===== config.mk =====
export PLATFORM = sky130hd
export DESIGN_NAME = rsp_merge
export DESIGN_NICKNAME = d
export VERILOG_FILES = /design/src/source/mem_pkg.sv /design/src/source/rsp_merge.sv
export VERILOG_INCLUDE_DIRS = /design/src /design/src/source
export SDC_FILE = /design/constraint.sdc
export NUM_CORES = 1
export LEC_CHECK = 0
export BUFFER_PORTS_ARGS = -buffer_cell sky130_fd_sc_hd__buf_2
export CAP_MARGIN = 10
export CORE_AREA = 5 5 146 148
export CTS_CLUSTER_SIZE = 10
export DETAILED_ROUTE_END_ITERATION = 12
export DIE_AREA = 0 0 151 153
export GPL_TIMING_DRIVEN = 0
export PLACE_DENSITY = 0.56
export SYNTH_ARGS = -nofsm -noshare
export SYNTH_HDL_FRONTEND = slang
export SYNTH_SLANG_ARGS = --single-unit
export TNS_END_PERCENT = 20

===== constraint.sdc =====
create_clock -name clk -period 2.2 [get_ports clk]
set_clock_uncertainty 0.2 [all_clocks]
set_input_delay 0.11 -clock clk [delete_from_list [all_inputs] [get_ports clk]]
set_output_delay 0.11 -clock clk [all_outputs]
set_load 0.005 [all_outputs]

===== src/source/mem_defs.svh =====
// Banked line memory parameters
// Address and data widths, bank layout and per-bank request FIFO depth

`ifndef MEM_DEFS_SVH
`define MEM_DEFS_SVH

// ========================================
// Line geometry
// ========================================

// Width of a client line address, counted in lines and not bytes
`define MEM_ADDR_W      10

// Width of one cache line of data
`define MEM_DATA_W      64

// ========================================
// Bank layout
// ========================================

// Number of independent banks behind the request port
`define MEM_NUM_BANKS   4

// The low address bits pick the bank, so neighbouring lines spread out
`define MEM_BANK_SEL_W  2

// Entries in each bank request FIFO, kept a power of two so pointers wrap
`define MEM_FIFO_DEPTH  8

`endif

===== src/source/mem_pkg.sv =====
// Banked line memory types
// Vector types for addresses, data and counts, plus the bank output state

`default_nettype none

`include "mem_defs.svh"

package mem_pkg;

    // Full line address as the client sees it
    typedef logic [`MEM_ADDR_W-1:0] line_addr_t;

    // One line of data
    typedef logic [`MEM_DATA_W-1:0] line_data_t;

    // Index of a bank, taken from the low address bits
    typedef logic [`MEM_BANK_SEL_W-1:0] bank_sel_t;

    // Line address inside one bank, i.e. the upper address bits
    typedef logic [`MEM_ADDR_W-`MEM_BANK_SEL_W-1:0] bank_word_t;

    // Writes finished in one cycle, 0 up to the bank count
    typedef logic [2:0] ack_count_t;

    // Bank output state
    // In BANK_RUN the bank pops its FIFO, in BANK_HOLD it waits on the merger
    typedef enum logic
    {
        BANK_RUN  = 1'b0,
        BANK_HOLD = 1'b1
    } bank_state_t;

endpackage

`default_nettype wire


===== src/source/rsp_merge.sv =====
// Response merger
// Takes one held read response per cycle in round-robin order and counts
// the write-done pulses from all banks

`timescale 1ns/1ps
`default_nettype none

`include "mem_defs.svh"

module rsp_merge
    import mem_pkg::*;
(
    input  logic                        clk,
    input  logic                        reset_n,

    // Bank side
    input  logic [`MEM_NUM_BANKS-1:0]   rsp_valid,
    input  bank_word_t                  rsp_word [`MEM_NUM_BANKS],
    input  line_data_t                  rsp_data [`MEM_NUM_BANKS],
    input  logic [`MEM_NUM_BANKS-1:0]   wr_done,
    output logic [`MEM_NUM_BANKS-1:0]   rsp_take,

    // Client side, all registered
    output logic                        mem_read_rsp_valid,
    output line_addr_t                  mem_read_rsp_addr,
    output line_data_t                  mem_read_rsp_data,
    output ack_count_t                  mem_write_ack
);

    bank_sel_t  last_grant;
    bank_sel_t  grant_idx;
    logic       grant_valid;
    ack_count_t ack_sum;

    // ========================================
    // Round-robin grant
    // ========================================

    // Search starts one past the last winner and wraps back to it
    always_comb
    begin
        bank_sel_t cand;

        grant_valid = 1'b0;
        grant_idx   = last_grant;
        for (int i = 1; i <= `MEM_NUM_BANKS; i++)
        begin
            cand = bank_sel_t'(int'(last_grant) + i);
            if (!grant_valid && rsp_valid[cand])
            begin
                grant_valid = 1'b1;
                grant_idx   = cand;
            end
        end

        rsp_take = '0;
        if (grant_valid)
        begin
            rsp_take[grant_idx] = 1'b1;
        end
    end

    // Sum of this cycle's write-done pulses
    always_comb
    begin
        ack_sum = '0;
        for (int b = 0; b < `MEM_NUM_BANKS; b++)
        begin
            ack_sum = ack_sum + ack_count_t'(wr_done[b]);
        end
    end

    // ========================================
    // Output registers
    // ========================================

    always_ff @(posedge clk)
    begin
        if (!reset_n)
        begin
            last_grant         <= '0;
            mem_read_rsp_valid <= 1'b0;
            mem_write_ack      <= '0;
        end
        else
        begin
            mem_read_rsp_valid <= grant_valid;
            mem_write_ack      <= ack_sum;
            if (grant_valid)
            begin
                last_grant <= grant_idx;
            end
        end
    end

    // Bank index goes back into the low address bits to rebuild the line
    always_ff @(posedge clk)
    begin
        if (grant_valid)
        begin
            mem_read_rsp_addr <= {rsp_word[grant_idx], grant_idx};
            mem_read_rsp_data <= rsp_data[grant_idx];
        end
    end

endmodule

`default_nettype wire


==> results.py, run 1 <==
metrics = {
    "floorplanning": {
        "die_y_um": 153,
        "start_util_pct": 25.4,
        "rows": 52,
        "ios": 380,
        "die_w_um": 151,
    },
    "outcome": {
        "haltStage": "clock tree synthesis",
        "tool.error": "[ERROR RSZ-0060] Max buffer count reached.",
        "outcome": "aborted with a tool error",
    },
    "synthesis": {
        "synth-seq-cells": 80,
        "synth_warnings": 0,
        "yosysSeqAreaShare_pct": 46.3,
        "synth_area_mm2": 0.00506,
        "yosysUniqueCellTypes": 26,
        "syn_inst": 353,
        "syn-num-nets": 654,
        "syn_area_per_cell_um2": 14.3,
    },
    "clocking": {
        "numCtsBuffers": 9,
        "cts_resized": 4,
        "cts_sinks": 80,
        "cts_root_buffer": "clkbuf_16",
        "postCtsSetupBuffers": 1,
        "clk_path_buf_depth": 2,
        "hold_buffers": 205,
        "h-tree-depth": 3,
    },
    "place": {
        "place_congestion": 0.749,
        "io_buffers": 379,
        "dpl.hpwl_um": 14800,
    },
}
## through the flow
| step | setup TNS [ns] | std cells | setup WS, ns | cell area [um2] |
|---|---|---|---|---|
| global placement | -81.30 | 1002 | -1.23 | 7320 |
| detailed placement | -3.55 | 1004 | -0.241 | 7360 |
| floorplan | -4.51 | 353 | -0.147 | 5090 |
## cells in the mapped netlist (all sizes together)
master  number  area share, %
nor4         1           0.12
nor2b        2           0.25
mux2i      216             43
nand2        1          0.074
and3         2           0.25
clkbuf       1           0.15
o21ai        4           0.40
nor3b        1           0.15
fa           1           0.40
dfxtp        6            2.4
inv          8           0.59
edfxtp      74             44
nor3         2           0.20
bufbuf       1           0.37
a21oi        1           0.17
a211oi       1           0.40
buf         22            6.2
nand2b       3           0.37
ha           2           0.49
and2         4           0.49
## kinds of logic after synthesis
family / Yosys count / share of synthesized area [%]
simple gates: 16 / 1.90
buf+inv: 32 / 7.27
mux: 216 / 42.7
fa+ha+maj: 3 / 0.890
compound gates: 6 / 0.964
flops: 80 / 46.3
==> run 2: changes to the inputs <==
--- a/config.mk
+++ b/config.mk
@@ -8,12 +8,11 @@
 export LEC_CHECK = 0
 export BUFFER_PORTS_ARGS = -buffer_cell sky130_fd_sc_hd__buf_2
 export CAP_MARGIN = 10
-export CORE_AREA = 5 5 146 148
-export CTS_CLUSTER_SIZE = 10
+export CORE_AREA = 5 5 145 147
 export DETAILED_ROUTE_END_ITERATION = 12
-export DIE_AREA = 0 0 151 153
+export DIE_AREA = 0 0 150 152
 export GPL_TIMING_DRIVEN = 0
-export PLACE_DENSITY = 0.56
+export PLACE_DENSITY_LB_ADDON = 0.15
 export SYNTH_ARGS = -nofsm -noshare
 export SYNTH_HDL_FRONTEND = slang
 export SYNTH_SLANG_ARGS = --single-unit
==> constraint.sdc (replaced) <==
create_clock -name clk -period 2.9 [get_ports clk]
set_clock_uncertainty 0.2 [all_clocks]
set_input_delay 0.145 -clock clk [delete_from_list [all_inputs] [get_ports clk]]
set_output_delay 0.145 -clock clk [all_outputs]
set_load 0.005 [all_outputs]
==> results.py, run 2 <==
metrics = {
    "clocking": {
        "clk_path_buf_depth": 2,
        "clk_pin_slew_ns": 0.07,
        "cts_root_buffer": "clkbuf_16",
        "cts_sinks": 80,
        "worstSkewPairLatency_ns": 0.34,
        "h-tree-depth": 3,
        "numCtsBuffers": 9,
        "postCtsSetupBuffers": 0,
        "tritoncts": "done",
    },
    "timing": {
        "worst_slack_ns": 0.109,
        "maxSlewViolCount": 0,
        "finalCritPeriodShare_pct": 96.3,
        "hold_viol": 2,
        "slew_headroom_pct": 59.7,
        "layout_min_cycle_time_ns": 2.79,
        "whs_ns": -0.00923,
        "worst_slew_pin_slew_ns": 0.600,
        "max_freq_mhz": 358,
        "setup_viol": 0,
        "rsz0062_at_grt": "no",
    },
    "pwr": {
        "totalPowerFinal_w": 0.00469,
        "power_density_mw_per_mm2": 501,
        "vdd_drop_max_mv": 0.304,
        "power.static_leakage_nw": 4.71,
    },
    "job": {
        "maxCapViolations": 0,
    },
    "synthesis": {
        "synth_fa_ha_area_share_pct": 0.890,
        "synth_xor_area_share_pct": 0,
        "synth_compound_area_share_pct": 0.964,
        "yosys.area.top_type": "edfxtp_1",
        "syn_inst": 353,
        "synth_edf_count": 74,
        "synth_top_family_by_area": "multiplexers",
        "yosysSeqAreaShare_pct": 46.3,
        "synth_common_cells": "mux2i_1, edfxtp_1, buf_12",
        "netlist_top_cells_area": "edfxtp_1, mux2i_1, buf_12, dfxtp_1, buf_2",
        "yosysMostFrequentCell": "mux2i_1",
        "synthArstFlopShare_pct": 0,
        "syn_area_per_cell_um2": 14.3,
        "synth_area_mm2": 0.00506,
        "synth_top_area_share_pct": 43.9,
        "synth_warnings": 0,
        "synthSimpleGateAreaFrac_pct": 1.90,
        "synthMuxAreaShare_pct": 42.7,
        "synth-main-ff-cell": "edfxtp_1",
        "syn-num-nets": 654,
        "yosysUniqueCellTypes": 26,
        "synth-seq-cells": 80,
    },
    "critical_path": {
        "critPathMaxFanout": 10,
        "cp-start-kind": "input port",
        "endpoint_kind": "flop",
        "required_ns": 2.79,
        "r2r_slack_ns": 0.20,
        "arrival_ns": 2.68,
        "criticalPathCategory": "in -> reg",
    },
    "floorplanning": {
        "core_area_mm2": 0.0198,
        "die_w_um": 150,
        "rows": 52,
        "die_y_um": 152,
        "start_util_pct": 25.6,
        "die-area_mm2": 0.0228,
        "ios": 380,
    },
    "cells_and_area": {
        "layout_common_cells": "buf_2, mux2i_1, dlygate4sd3_1",
        "drive_gt1_share_pct": 46.2,
        "layout-area-overhead-vs-synth_pct": 84.8,
        "n_antenna_cell": 0,
        "finalNonFillerCells": 1190,
        "largest_register": "mem_read_rsp_data",
        "finalNetCount": 1216,
        "reg.largest.list": "mem_read_rsp_data x64, mem_read_rsp_addr x10, mem_write_ack x3",
        "utilization_pct": 47.3,
        "largest_reg_flops": 64,
        "fillers": 1878,
        "final_common_cell": "buf_2",
    },
    "place": {
        "place_inst": 1003,
        "place_congestion": 0.824,
        "dpl.hpwl_um": 15100,
        "io_buffers": 379,
        "pre_cts_ws_ns": 0.368,
    },
    "outcome": {
        "outcome": "finished with violations",
        "violations": "negative hold slack",
    },
    "detailed_routing": {
        "drt_iter0_drc": 120,
        "wl_per_cell_um": 16.7,
        "finalWirelength_um": 19900,
        "vias": 5093,
        "drt_first_pass_iters": 4,
        "antenna_left": 0,
        "drc": 0,
        "via_per_inst": 4.28,
    },
    "global_routing": {
        "grt_max_degree": 40,
        "antenna_found_initial": 0,
        "grt_pass1_wl_um": 29900,
        "gr-total-overflow": 0,
        "global_route.usage.total_pct": 16.8,
        "grt_pass1_vias": 5847,
    },
    "min_path": {
        "hp-class": "in -> reg",
    },
}
==> run 2: per-stage QoR <==
| step | TNS (ns) | cell area [um2] | hold WS [ns] |
|---|---|---|---|
| 3_5_place_dp | 0 | 7320 | 0.234 |
| 5_1_grt | 0 | 9350 | 0.000423 |
| 6_report | 0 | 9350 | -0.00923 |
| 3_3_place_gp | -25.50 | 7300 | 0.231 |
| 2_1_floorplan | 0 | 5060 | 0.0667 |
| 4_1_cts | 0 | 9340 | 0.000551 |
==> run 2: cell type report <==
type	count	area, um2	area share, %
repair buffers	551	3630	38.8
multi-input cells	241	2360	25.2
flip-flops and latches	80	2340	25.0
plain buffers	24	338	3.61
well taps	270	338	3.61
clock buffers	11	253	2.70
clock inverters	5	62.6	0.669
inverters	8	32.5	0.348
==> run 2: final timing paths <==
path | startpoint | endpoint | depth (start not counted)
min | rsp_data[32] | mem_read_rsp_data[32]$_DFFE_PP_ | 3
max reg2reg | last_grant[0]$_SDFFE_PN0P_ | mem_read_rsp_addr[4]$_DFFE_PP_ | 8
max | rsp_valid[1] | mem_read_rsp_addr[4]$_DFFE_PP_ | 10
min reg2reg | last_grant[1]$_SDFFE_PN0P_ | mem_read_rsp_addr[0]$_DFFE_PP_ | 3
==> run 2: critical path, stage by stage <==
cell,delay (ns)
dlygate4sd3_1,0.55
buf_2,0.15
nand2b_1,0.11
a21oi_2,0.08
a211oi_4,0.35
buf_12,0.24
buf_12,0.17
mux2i_1,0.23
dlygate4sd3_1,0.58
mux2i_1,0.06
==> run 2: report_power, final <==
part | internal (W) | total [W] | switching, W
registers | 0.00156 | 0.00162 | 0.0000611
logic | 0.00109 | 0.00187 | 0.000785
clock network | 0.000720 | 0.00120 | 0.000481
==> run 2: routing by layer <==
layer	routed length, um	global-route usage, %
met1	7240	17.4
met2	10500	31.2
met3	1850	6.14
met4	373	4.88
met5	0	0
==> run 2: kinds of logic (layout without fill, tap and decap cells) <==
kind of cell / after synthesis / after routing
compound gates: 6 / 6
fa+ha+maj: 3 / 3
buf+inv: 32 / 599
flops: 80 / 80
mux: 216 / 216
simple gates: 16 / 16
==> run 2: repair_timing <==
item | 4_1_cts | 5_1_grt
endpoints found under the setup margin | 0 | 2
hold endpoints to repair | 56 | 1
hold buffers | 170 | 1
resized for setup | 0 | 1
Power figures use the tool's default switching activity.
==> run 3: changes to the inputs <==
--- a/config.mk
+++ b/config.mk
@@ -7,8 +7,8 @@
 export NUM_CORES = 1
 export LEC_CHECK = 0
 export BUFFER_PORTS_ARGS = -buffer_cell sky130_fd_sc_hd__buf_2
-export CAP_MARGIN = 10
 export CORE_AREA = 5 5 145 147
+export CTS_BUF_LIST = sky130_fd_sc_hd__clkbuf_8
 export DETAILED_ROUTE_END_ITERATION = 12
 export DIE_AREA = 0 0 150 152
 export GPL_TIMING_DRIVEN = 0
==> results.py, run 3 <==
metrics = {
    "outcome": {
        "tool.error": "[ERROR RSZ-0060] Max buffer count reached.",
        "outcome": "aborted with a tool error",
        "haltStage": "clock tree synthesis",
    },
    "synthesis": {
        "yosysUniqueCellTypes": 26,
        "synth_top_area_share_pct": 43.9,
        "synthArstFlopShare_pct": 0,
        "synth_warnings": 0,
        "synth-seq-cells": 80,
        "yosys.area.top_type": "edfxtp_1",
        "synth_area_mm2": 0.00506,
        "yosysMostFrequentCell": "mux2i_1",
        "synth_common_cells": "mux2i_1, edfxtp_1, buf_12",
        "syn_area_per_cell_um2": 14.3,
        "yosysSeqAreaShare_pct": 46.3,
        "netlist_top_cells_area": "edfxtp_1, mux2i_1, buf_12, dfxtp_1, buf_2",
        "synth_edf_count": 74,
        "synth-main-ff-cell": "edfxtp_1",
        "syn_inst": 353,
        "syn-num-nets": 654,
    },
    "clocking": {
        "cts_sinks": 80,
        "h-tree-depth": 3,
        "clk_path_buf_depth": 2,
        "numCtsBuffers": 9,
        "cts_resized": 0,
        "hold_buffers": 206,
        "postCtsSetupBuffers": 0,
        "cts_root_buffer": "clkbuf_8",
    },
    "floorplanning": {
        "start_util_pct": 25.6,
        "rows": 52,
        "die_w_um": 150,
        "ios": 380,
        "die_y_um": 152,
    },
    "place": {
        "place_congestion": 0.824,
        "io_buffers": 379,
        "pre_cts_ws_ns": 0.368,
        "dpl.hpwl_um": 15100,
    },
}
## run 3: cell counts after synthesis
Identical to the previous run, type by type.
## run 3: cell families after synthesis
group,Yosys count,synth area share [%]
AO/OA/AOI/OAI,6,0.964
adder cells (fa/ha/maj),3,0.890
buffers and inverters,32,7.27
flip-flops,80,46.3
multiplexers,216,42.7
AND/OR/NAND/NOR,16,1.90
## run 3: stage by stage
stage / cell area (um2) / utilization (%) / cells
3_5_place_dp: 7320 / 37.0 / 1003
3_3_place_gp: 7300 / 36.9 / 1002
2_1_floorplan: 5060 / - / 353
